`src/source/kmac_app_pkg.sv`:
```
// Shared definitions for the keyed hash application front end
// Holds the widths, the command and mode encodings, the per-client
// configuration record and the right-encoded output length tables
package kmac_app_pkg;

  // Message beat and digest widths
  parameter int unsigned MsgWidth = 64;
  parameter int unsigned MsgStrbW = MsgWidth / 8;
  parameter int unsigned DigestW  = 256;
  parameter int unsigned OutLenW  = 24;

  typedef enum logic [1:0] {AppSHA3, AppCShake, AppKMAC} app_mode_e;

  typedef enum logic [0:0] {Sha3, CShake} sha3_mode_e;

  typedef enum logic [2:0] {L128, L224, L256, L384, L512} strength_e;

  typedef enum logic [1:0] {CmdNone, CmdStart, CmdProcess, CmdDone} kmac_cmd_e;

  typedef enum logic [1:0] {SelNone, SelApp, SelOutLen, SelSw} mux_sel_e;

  // Operation FSM states
  typedef enum logic [3:0] {
    StIdle, StAppCfg, StAppMsg, StOutLen, StProcess, StWait, StSw, StError, StRejected
  } st_e;

  // Fixed mode and strength of one hardware client
  typedef struct packed {
    app_mode_e mode;
    strength_e strength;
  } app_cfg_t;

  parameter app_cfg_t AppCfgDefault [3] = '{
    '{mode: AppKMAC,   strength: L256},
    '{mode: AppCShake, strength: L128},
    '{mode: AppSHA3,   strength: L512}
  };

  // right_encode(outlen), length byte sits in the MSB position
  function automatic logic [OutLenW-1:0] EncodedOutLen(int unsigned digest_w);
    case (digest_w)
      128:     return 24'h0001_80;
      192:     return 24'h0001_C0;
      384:     return 24'h02_8001;
      512:     return 24'h02_0002;
      default: return 24'h02_0001;
    endcase
  endfunction

  // Short encodings only fill two bytes
  function automatic logic [OutLenW-1:0] EncodedOutLenMask(int unsigned digest_w);
    return (digest_w inside {128, 192}) ? 24'h00FFFF : 24'hFFFFFF;
  endfunction

endpackage

```
`src/source/kmac_app.sv`:
```
// Top level of the keyed hash application front end
// Sets the client count and configurations and connects the
// arbiter, controller, message mux and response demux
`timescale 1ns/1ps

module kmac_app #(
  parameter int unsigned NumApp = 3,
  parameter kmac_app_pkg::app_cfg_t AppCfg [NumApp] = kmac_app_pkg::AppCfgDefault,
  localparam int IdxW = (NumApp > 1) ? $clog2(NumApp) : 1
) (
  input  logic                              clk_i,
  input  logic                              rst_ni,
  // Hardware clients
  input  logic                              app_valid_i [NumApp],
  input  logic [kmac_app_pkg::MsgWidth-1:0] app_data_i [NumApp],
  input  logic [kmac_app_pkg::MsgStrbW-1:0] app_strb_i [NumApp],
  input  logic                              app_last_i [NumApp],
  output logic                              app_ready_o [NumApp],
  output logic                              app_done_o [NumApp],
  output logic [kmac_app_pkg::DigestW-1:0]  app_digest_o [NumApp],
  output logic                              app_error_o [NumApp],
  // Core message port and digest
  output logic                              kmac_valid_o,
  output logic [kmac_app_pkg::MsgWidth-1:0] kmac_data_o,
  output logic [kmac_app_pkg::MsgWidth-1:0] kmac_mask_o,
  input  logic                              kmac_ready_i,
  input  logic [kmac_app_pkg::DigestW-1:0]  digest_i,
  // Software path
  input  logic                              sw_valid_i,
  input  logic [kmac_app_pkg::MsgWidth-1:0] sw_data_i,
  input  logic [kmac_app_pkg::MsgWidth-1:0] sw_mask_i,
  output logic                              sw_ready_o,
  input  kmac_app_pkg::kmac_cmd_e           sw_cmd_i,
  output kmac_app_pkg::kmac_cmd_e           cmd_o,
  input  logic                              absorbed_i,
  output logic                              absorbed_o,
  input  logic                              entropy_ready_i,
  output logic                              app_active_o,
  // Register and core configuration
  input  logic                              reg_kmac_en_i,
  input  kmac_app_pkg::sha3_mode_e          reg_sha3_mode_i,
  input  kmac_app_pkg::strength_e           reg_strength_i,
  output logic                              kmac_en_o,
  output kmac_app_pkg::sha3_mode_e          sha3_mode_o,
  output kmac_app_pkg::strength_e           strength_o
);

  logic                   arb_valid;
  logic [IdxW-1:0]        arb_idx;
  logic [IdxW-1:0]        app_id;
  logic                   set_appid;
  logic                   clr_appid;
  kmac_app_pkg::mux_sel_e mux_sel;
  logic                   fsm_ready;
  logic                   fsm_done_err;
  logic                   mux_app_ready;
  logic                   digest_done;

  kmac_app_arbiter #(.NumApp(NumApp)) u_arbiter (
    .clk_i, .rst_ni, .app_valid_i,
    .set_appid_i (set_appid),
    .clr_appid_i (clr_appid),
    .arb_valid_o (arb_valid),
    .arb_idx_o   (arb_idx),
    .app_id_o    (app_id)
  );

  kmac_app_ctrl #(.NumApp(NumApp), .AppCfg(AppCfg)) u_ctrl (
    .clk_i, .rst_ni,
    .arb_valid_i (arb_valid),
    .arb_idx_i   (arb_idx),
    .app_id_i    (app_id),
    .app_valid_i, .app_last_i,
    .app_ready_i (mux_app_ready),
    .kmac_valid_i (kmac_valid_o),
    .kmac_ready_i, .sw_cmd_i, .absorbed_i, .entropy_ready_i,
    .reg_kmac_en_i, .reg_sha3_mode_i, .reg_strength_i,
    .set_appid_o    (set_appid),
    .clr_appid_o    (clr_appid),
    .mux_sel_o      (mux_sel),
    .fsm_ready_o    (fsm_ready),
    .fsm_done_err_o (fsm_done_err),
    .digest_done_o  (digest_done),
    .cmd_o, .absorbed_o, .app_active_o,
    .kmac_en_o, .sha3_mode_o, .strength_o
  );

  kmac_msg_mux #(.NumApp(NumApp)) u_msg_mux (
    .app_id_i  (app_id),
    .mux_sel_i (mux_sel),
    .app_valid_i, .app_data_i, .app_strb_i,
    .sw_valid_i, .sw_data_i, .sw_mask_i, .kmac_ready_i,
    .kmac_valid_o, .kmac_data_o, .kmac_mask_o, .sw_ready_o,
    .mux_app_ready_o (mux_app_ready)
  );

  kmac_app_rsp #(.NumApp(NumApp)) u_rsp (
    .app_id_i        (app_id),
    .mux_app_ready_i (mux_app_ready),
    .fsm_ready_i     (fsm_ready),
    .fsm_done_err_i  (fsm_done_err),
    .digest_done_i   (digest_done),
    .digest_i,
    .app_ready_o, .app_done_o, .app_error_o, .app_digest_o
  );

endmodule

```
`src/source/kmac_app_arbiter.sv`:
```
// Fixed-priority arbiter over the hardware client requests
// Lowest index wins; the winner is latched as app_id on grant
// and held until the operation completes
`timescale 1ns/1ps

module kmac_app_arbiter #(
  parameter int unsigned NumApp = 3,
  localparam int IdxW = (NumApp > 1) ? $clog2(NumApp) : 1
) (
  input  logic            clk_i,
  input  logic            rst_ni,
  input  logic            app_valid_i [NumApp],
  input  logic            set_appid_i,
  input  logic            clr_appid_i,
  output logic            arb_valid_o,
  output logic [IdxW-1:0] arb_idx_o,
  output logic [IdxW-1:0] app_id_o
);

  // Priority encoder
  // Scan from the top so the lowest requester is the last one written
  always_comb begin
    arb_valid_o = 1'b0;
    arb_idx_o   = '0;
    for (int i = NumApp - 1; i >= 0; i--) begin
      if (app_valid_i[i]) begin
        arb_valid_o = 1'b1;
        arb_idx_o   = IdxW'(i);
      end
    end
  end

  // Granted client index
  // Clear wins over set, both come from the controller
  always_ff @(posedge clk_i or negedge rst_ni) begin
    if (!rst_ni) begin
      app_id_o <= '0;
    end else if (clr_appid_i) begin
      app_id_o <= '0;
    end else if (set_appid_i) begin
      app_id_o <= arb_idx_o;
    end
  end

endmodule

```
`src/source/kmac_app_ctrl.sv`:
```
// Operation FSM of the application front end
// Sequences start, message, output length, process and done toward the core,
// selects the message source and keeps the core configuration registers
`timescale 1ns/1ps

module kmac_app_ctrl #(
  parameter int unsigned NumApp = 3,
  parameter kmac_app_pkg::app_cfg_t AppCfg [NumApp] = kmac_app_pkg::AppCfgDefault,
  localparam int IdxW = (NumApp > 1) ? $clog2(NumApp) : 1
) (
  input  logic                    clk_i,
  input  logic                    rst_ni,
  input  logic                    arb_valid_i,
  input  logic [IdxW-1:0]         arb_idx_i,
  input  logic [IdxW-1:0]         app_id_i,
  input  logic                    app_valid_i [NumApp],
  input  logic                    app_last_i [NumApp],
  input  logic                    app_ready_i,
  input  logic                    kmac_valid_i,
  input  logic                    kmac_ready_i,
  input  kmac_app_pkg::kmac_cmd_e sw_cmd_i,
  input  logic                    absorbed_i,
  input  logic                    entropy_ready_i,
  input  logic                    reg_kmac_en_i,
  input  kmac_app_pkg::sha3_mode_e reg_sha3_mode_i,
  input  kmac_app_pkg::strength_e reg_strength_i,
  output logic                    set_appid_o,
  output logic                    clr_appid_o,
  output kmac_app_pkg::mux_sel_e  mux_sel_o,
  output logic                    fsm_ready_o,
  output logic                    fsm_done_err_o,
  output logic                    digest_done_o,
  output kmac_app_pkg::kmac_cmd_e cmd_o,
  output logic                    absorbed_o,
  output logic                    app_active_o,
  output logic                    kmac_en_o,
  output kmac_app_pkg::sha3_mode_e sha3_mode_o,
  output kmac_app_pkg::strength_e strength_o
);

  kmac_app_pkg::st_e st_q, st_d;
  logic              cur_kmac;
  logic              cur_last;

  // Mode of the granted client and its last-beat flag
  assign cur_kmac = (AppCfg[app_id_i].mode == kmac_app_pkg::AppKMAC);
  assign cur_last = app_valid_i[app_id_i] && app_last_i[app_id_i];

  ////////////////////////////////////////////////////////////
  // State register
  ////////////////////////////////////////////////////////////
  always_ff @(posedge clk_i or negedge rst_ni) begin
    if (!rst_ni) begin
      st_q <= kmac_app_pkg::StIdle;
    end else begin
      st_q <= st_d;
    end
  end

  ////////////////////////////////////////////////////////////
  // Next state and outputs
  ////////////////////////////////////////////////////////////
  always_comb begin
    st_d           = st_q;
    mux_sel_o      = kmac_app_pkg::SelNone;
    set_appid_o    = 1'b0;
    clr_appid_o    = 1'b0;
    cmd_o          = kmac_app_pkg::CmdNone;
    absorbed_o     = 1'b0;
    fsm_ready_o    = 1'b0;
    fsm_done_err_o = 1'b0;
    digest_done_o  = 1'b0;
    unique case (st_q)
      kmac_app_pkg::StIdle: begin
        // Hardware clients take precedence over a software start
        if (arb_valid_i) begin
          set_appid_o = 1'b1;
          st_d        = kmac_app_pkg::StAppCfg;
        end else if (sw_cmd_i == kmac_app_pkg::CmdStart) begin
          cmd_o = kmac_app_pkg::CmdStart;
          st_d  = kmac_app_pkg::StSw;
        end
      end
      kmac_app_pkg::StAppCfg: begin
        // KMAC needs entropy, reject the request without touching the core
        if (cur_kmac && !entropy_ready_i) begin
          st_d = kmac_app_pkg::StError;
        end else begin
          cmd_o = kmac_app_pkg::CmdStart;
          st_d  = kmac_app_pkg::StAppMsg;
        end
      end
      kmac_app_pkg::StAppMsg: begin
        mux_sel_o = kmac_app_pkg::SelApp;
        if (cur_last && app_ready_i) begin
          st_d = cur_kmac ? kmac_app_pkg::StOutLen : kmac_app_pkg::StProcess;
        end
      end
      kmac_app_pkg::StOutLen: begin
        // Held here under core back-pressure
        mux_sel_o = kmac_app_pkg::SelOutLen;
        if (kmac_valid_i && kmac_ready_i) begin
          st_d = kmac_app_pkg::StProcess;
        end
      end
      kmac_app_pkg::StProcess: begin
        cmd_o = kmac_app_pkg::CmdProcess;
        st_d  = kmac_app_pkg::StWait;
      end
      kmac_app_pkg::StWait: begin
        if (absorbed_i) begin
          cmd_o         = kmac_app_pkg::CmdDone;
          digest_done_o = 1'b1;
          clr_appid_o   = 1'b1;
          st_d          = kmac_app_pkg::StIdle;
        end
      end
      kmac_app_pkg::StSw: begin
        mux_sel_o  = kmac_app_pkg::SelSw;
        cmd_o      = sw_cmd_i;
        absorbed_o = absorbed_i;
        if (sw_cmd_i == kmac_app_pkg::CmdDone) begin
          st_d = kmac_app_pkg::StIdle;
        end
      end
      kmac_app_pkg::StError: begin
        // Drain the rejected client up to its last beat
        fsm_ready_o = 1'b1;
        if (cur_last) begin
          st_d = kmac_app_pkg::StRejected;
        end
      end
      kmac_app_pkg::StRejected: begin
        fsm_done_err_o = 1'b1;
        clr_appid_o    = 1'b1;
        st_d           = kmac_app_pkg::StIdle;
      end
      default: st_d = kmac_app_pkg::StIdle;
    endcase
  end

  // Busy with a hardware client
  assign app_active_o = st_q inside {kmac_app_pkg::StAppCfg, kmac_app_pkg::StAppMsg,
                                     kmac_app_pkg::StOutLen, kmac_app_pkg::StProcess,
                                     kmac_app_pkg::StWait};

  ////////////////////////////////////////////////////////////
  // Core configuration
  ////////////////////////////////////////////////////////////
  // Client config loads on grant, register values otherwise
  always_ff @(posedge clk_i or negedge rst_ni) begin
    if (!rst_ni) begin
      kmac_en_o   <= 1'b0;
      sha3_mode_o <= kmac_app_pkg::Sha3;
      strength_o  <= kmac_app_pkg::L256;
    end else if (set_appid_o) begin
      kmac_en_o   <= (AppCfg[arb_idx_i].mode == kmac_app_pkg::AppKMAC);
      sha3_mode_o <= (AppCfg[arb_idx_i].mode == kmac_app_pkg::AppSHA3)
                     ? kmac_app_pkg::Sha3 : kmac_app_pkg::CShake;
      strength_o  <= AppCfg[arb_idx_i].strength;
    end else if (clr_appid_o || st_q == kmac_app_pkg::StIdle) begin
      kmac_en_o   <= reg_kmac_en_i;
      sha3_mode_o <= reg_sha3_mode_i;
      strength_o  <= reg_strength_i;
    end
  end

endmodule

```
`src/source/kmac_app_rsp.sv`:
```
// Response demux toward the hardware clients
// Only the granted client sees ready, done, error and digest;
// every other client reads zero
`timescale 1ns/1ps

module kmac_app_rsp #(
  parameter int unsigned NumApp = 3,
  localparam int IdxW = (NumApp > 1) ? $clog2(NumApp) : 1
) (
  input  logic [IdxW-1:0]                  app_id_i,
  input  logic                             mux_app_ready_i,
  input  logic                             fsm_ready_i,
  input  logic                             fsm_done_err_i,
  input  logic                             digest_done_i,
  input  logic [kmac_app_pkg::DigestW-1:0] digest_i,
  output logic                             app_ready_o [NumApp],
  output logic                             app_done_o [NumApp],
  output logic                             app_error_o [NumApp],
  output logic [kmac_app_pkg::DigestW-1:0] app_digest_o [NumApp]
);

  always_comb begin
    for (int i = 0; i < NumApp; i++) begin
      if (app_id_i == IdxW'(i)) begin
        // Data path ready in AppMsg, FSM ready while draining a rejected client
        app_ready_o[i]  = mux_app_ready_i | fsm_ready_i;
        // A done from the FSM is always the rejected case
        app_done_o[i]   = digest_done_i | fsm_done_err_i;
        app_error_o[i]  = fsm_done_err_i;
        // Digest only in the done cycle
        app_digest_o[i] = digest_done_i ? digest_i : '0;
      end else begin
        app_ready_o[i]  = 1'b0;
        app_done_o[i]   = 1'b0;
        app_error_o[i]  = 1'b0;
        app_digest_o[i] = '0;
      end
    end
  end

endmodule

```
`src/source/kmac_msg_mux.sv`:
```
// Message mux toward the core message port
// Selects the granted client, the output-length beat or software,
// expands client byte strobes to bit masks and returns ready to the source
`timescale 1ns/1ps

module kmac_msg_mux #(
  parameter int unsigned NumApp = 3,
  localparam int IdxW = (NumApp > 1) ? $clog2(NumApp) : 1
) (
  input  logic [IdxW-1:0]                   app_id_i,
  input  kmac_app_pkg::mux_sel_e            mux_sel_i,
  input  logic                              app_valid_i [NumApp],
  input  logic [kmac_app_pkg::MsgWidth-1:0] app_data_i [NumApp],
  input  logic [kmac_app_pkg::MsgStrbW-1:0] app_strb_i [NumApp],
  input  logic                              sw_valid_i,
  input  logic [kmac_app_pkg::MsgWidth-1:0] sw_data_i,
  input  logic [kmac_app_pkg::MsgWidth-1:0] sw_mask_i,
  input  logic                              kmac_ready_i,
  output logic                              kmac_valid_o,
  output logic [kmac_app_pkg::MsgWidth-1:0] kmac_data_o,
  output logic [kmac_app_pkg::MsgWidth-1:0] kmac_mask_o,
  output logic                              sw_ready_o,
  output logic                              mux_app_ready_o
);

  // Encoded output length for the client digest size
  localparam logic [kmac_app_pkg::OutLenW-1:0] OutLen =
      kmac_app_pkg::EncodedOutLen(kmac_app_pkg::DigestW);
  localparam logic [kmac_app_pkg::OutLenW-1:0] OutLenMask =
      kmac_app_pkg::EncodedOutLenMask(kmac_app_pkg::DigestW);

  always_comb begin
    kmac_valid_o    = 1'b0;
    kmac_data_o     = '0;
    kmac_mask_o     = '0;
    mux_app_ready_o = 1'b0;
    // Software beats are swallowed unless software owns the port
    sw_ready_o      = 1'b1;
    unique case (mux_sel_i)
      kmac_app_pkg::SelApp: begin
        kmac_valid_o = app_valid_i[app_id_i];
        kmac_data_o  = app_data_i[app_id_i];
        // One strobe bit covers one byte
        for (int i = 0; i < kmac_app_pkg::MsgStrbW; i++) begin
          kmac_mask_o[8*i+:8] = {8{app_strb_i[app_id_i][i]}};
        end
        mux_app_ready_o = kmac_ready_i;
      end
      kmac_app_pkg::SelOutLen: begin
        // Constant beat, valid held until it transfers
        kmac_valid_o = 1'b1;
        kmac_data_o  = kmac_app_pkg::MsgWidth'(OutLen);
        kmac_mask_o  = kmac_app_pkg::MsgWidth'(OutLenMask);
      end
      kmac_app_pkg::SelSw: begin
        kmac_valid_o = sw_valid_i;
        kmac_data_o  = sw_data_i;
        kmac_mask_o  = sw_mask_i;
        sw_ready_o   = kmac_ready_i;
      end
      default: begin
        kmac_valid_o = 1'b0;
      end
    endcase
  end

endmodule

```
`config.mk`:
```
export PLATFORM = sky130hd
export DESIGN_NAME = kmac_app
export DESIGN_NICKNAME = d
export VERILOG_FILES = /design/src/source/kmac_app_pkg.sv /design/src/source/kmac_app.sv /design/src/source/kmac_app_arbiter.sv /design/src/source/kmac_app_ctrl.sv /design/src/source/kmac_app_rsp.sv /design/src/source/kmac_msg_mux.sv
export SDC_FILE = /design/constraint.sdc
export NUM_CORES = 1
export LEC_CHECK = 0
export BUFFER_PORTS_ARGS = -buffer_cell sky130_fd_sc_hd__buf_4
export CAP_MARGIN = 5
export CORE_AREA = 2 2 601 603
export CTS_BUF_LIST = sky130_fd_sc_hd__clkbuf_4
export CTS_CLUSTER_SIZE = 14
export DETAILED_ROUTE_END_ITERATION = 7
export DIE_AREA = 0 0 603 605
export GPL_ROUTABILITY_DRIVEN = 1
export SETUP_SLACK_MARGIN = 0.02
export SLEW_MARGIN = 10
export SYNTH_ARGS = -nofsm -noshare
export SYNTH_HDL_FRONTEND = slang
export SYNTH_HIERARCHICAL = 1
export SYNTH_SLANG_ARGS = --single-unit
```
`constraint.sdc`:
```
create_clock -name clk_i -period 2.46 [get_ports clk_i]
set_input_delay 0.738 -clock clk_i [delete_from_list [all_inputs] [get_ports clk_i]]
set_output_delay 0.738 -clock clk_i [all_outputs]
set_load 0.03 [all_outputs]
```
==> metrics.cfg <==
[run_status]
status = finished with violations
violations = negative setup slack

[clocking]
cts_buffer_depth = 2
cts.sinks = 11
clkTransAtPathRegs_ns = 0.12
clkLatencyLatePin_ns = 0.38
cts_tree = yes
cts_max_level = 1
clock_tree.root_cell = clkbuf_4
cts-buffers-inserted = 3
ctsHoldBuffers = 0

[synth]
yosys_warnings = 6
syn_area_mm2 = 0.00962
synth_top_area_share = 0.222
synth_edf_count = 0
synthCells = 1781
synth.ff_latch_count = 11
yosysSeqAreaShare = 0.0287
yosys.area.top_type = nor2_1
synth_most_common_cell = nor2_1
synth_area_leaders = nor2_1 22%, nor2_2 14%, nand2_1 10%, a21oi_1 9.6%, mux2i_1 7.2%
synth_flop_cell = dfrtp_1
syn_nets = 2400
synthDistinctLibCells = 61
avgSynthCellArea_um2 = 5.40
synthTopCellsByCount = 570 x nor2_1, 264 x nand2_1, 221 x nor2_2, 184 x a21oi_1, 82 x buf_2
ys_async_sr_fraction = 1.00

[setup_path]
r2r-start = u_ctrl/st_q[0]$_DFFE_PN0P_
startpoint_type = flop
cp.arrival_ns = 2.55
end_kind = output pin
crit_type = flop to output pin
critPathMaxFanout = 10
required_ns = 1.72
crit_start = u_ctrl/st_q[0]$_DFFE_PN0P_

[die]
die_h_um = 605
ios = 1535
dieArea_mm2 = 0.365
core_area_mm2 = 0.358
initial_core_util = 0.0269
die_w_um = 603
num_rows = 220

[timing]
fmax_mhz = 304
post-route-min-period_ns = 3.29
hold_viol = 0
clock_skew_ns = 0.00963
fin_ws_ns = -0.828
final.period_utilization = 1.34
slew_viol_final = 0
tightest_slew_ns = 0.550
rsz0062_at_grt = true
relSlewSlack = 0.632
setup_viol = 915

[power]
p_leak_nw = 15.2
power_density_mw_per_mm2 = 1010
p_total_mw = 38.9
vdd_ir_drop_max_uv = 1100

[global_routing]
grt_pass1_wl_um = 319000
grt_max_degree = 40
antenna_found_initial = 183
grt-ovfl-total = 0
grt_pass1_vias = 19900
grtUsageTotal = 0.145

[cells_and_area]
final_util = 0.107
fillers = 41400
fin_nets = 4274
area_growth_pct = 298
multi_input_area_mm2 = 0.0118
seq_area_um2 = 287
drive_gt1_frac = 0.769

[place]
gp_congestion = 0.921
io_buffers = 1534
hpwl_um = 253000

[run]
cap_violations = 0

[detailed_routing]
antenna_left = 0
first_pass_iters = 5
vias = 21700
routed_wl_um = 280000
drt_iter0_markers = 1563
drc_errors = 0
wire_per_inst_um = 33.1
avgViaCountPerCell = 2.57

[worst_hold_path]
worst_hold_path_type = input port to async pin

## stage by stage
step           hold slack (ns)  area (µm²)  instances  setup slack [ns]  setup TNS (ns)
2_1_floorplan            0.442       10400       1781            -0.199         -107.71
3_3_place_gp             0.515       31000       8289             -1.58         -562.38
3_5_place_dp             0.512       31000       8289             -1.54         -553.79
4_1_cts                  0.188       34500       8377            -0.896         -666.80
5_1_grt                  0.181       38300       8448            -0.921         -725.95
6_report                 0.210       38300       8464            -0.828         -598.10
## worst max-delay path: stages, from the launching register on
cell and delay, ns:
dfrtp_2 0.41, or2b_4 0.29, nor2_4 0.16, buf_12 0.16, buf_16 0.17, buf_12 0.19, buf_16 0.15, nand2_2 0.22
nor2_4 0.14, buf_4 0.18
## what timing repair did
action / 4_1_cts / 5_1_grt
cloned: 18 / 10
gates resized for setup: 591 / 735
buffers inserted: 72 / 49
endpoints found under the setup margin: 915 / 915
pin swaps: 62 / 86
## metal layers
metal / vias up / global-route usage / wire length [µm]
met1: 10400 / 0.142 / 92300
met3: 455 / 0.0351 / 17700
met4: 74 / 0.0308 / 8670
met5: - / 0 / 464
met2: 1313 / 0.298 / 161000
li1: 9460 / - / -
## area by class of cell
type,instances,area share
Timing Repair Buffer,2044,0.521
Multi-Input combinational cell,1547,0.308
Tap cell,4773,0.156
Sequential cell,11,0.00748
Inverter,48,0.00470
Antenna cell,37,0.00242
Clock buffer,4,0.000784
## power by group
group          total (mW)  leakage (nW)  internal, mW  switching, mW
sequential          0.420         0.127         0.289          0.131
combinational        38.2          15.0          13.7           24.5
clock               0.210        0.0186        0.0747          0.136
total                38.9          15.2          14.1           24.8
## cells by family after synthesis
kind of cell | synth area share
buffers and inverters | 0.158
multiplexers | 0.0808
XOR/XNOR | 0.000911
AND/OR/NAND/NOR | 0.550
flip-flops | 0.0287
AO/OA/AOI/OAI | 0.182
## final timing paths
check / end / slack (ns) / cells past startpoint
max in group asynchronous: u_ctrl/strength_o[1]$_DFFE_PN1P_ / 1.98 / 1
worst min register to register: u_ctrl/strength_o[1]$_DFFE_PN1P_ / 0.54 / 2
worst max-delay path: app_digest_o[222] / -0.83 / 9
worst max register to register: u_ctrl/st_q[2]$_DFFE_PN0P_ / -0.37 / 14
min in group clk_i: u_ctrl/strength_o[1]$_DFFE_PN1P_ / 0.54 / 2
worst min-delay path: u_ctrl/kmac_en_o$_DFFE_PN0P_ / 0.21 / 1
## cell usage in the layout, fill, tap and decap left out, drive strengths merged, types with 2 or more instances in the layout
cell type	n
buf	2028
o21ai	67
bufbuf	6
clkbuf	14
or2	71
nand2	264
o21a	24
dfrtp	10
or2b	2
nor2	792
nor2b	8
mux2	7
mux2i	69
o211ai	2
nand2b	9
nand3b	4
a21oi	184
o221ai	8
nor3	5
inv	48
nor3b	2
diode	37
and3	5
a211oi	2
and3b	2
## registers in the layout (all words and copies together), names as in the netlist
signal              count
u_ctrl/st_q             4
u_ctrl/strength_o       3
u_arbiter/app_id_o      2
u_ctrl/kmac_en_o        1
u_ctrl/sha3_mode_o      1
(Power assumes the default switching activity.)
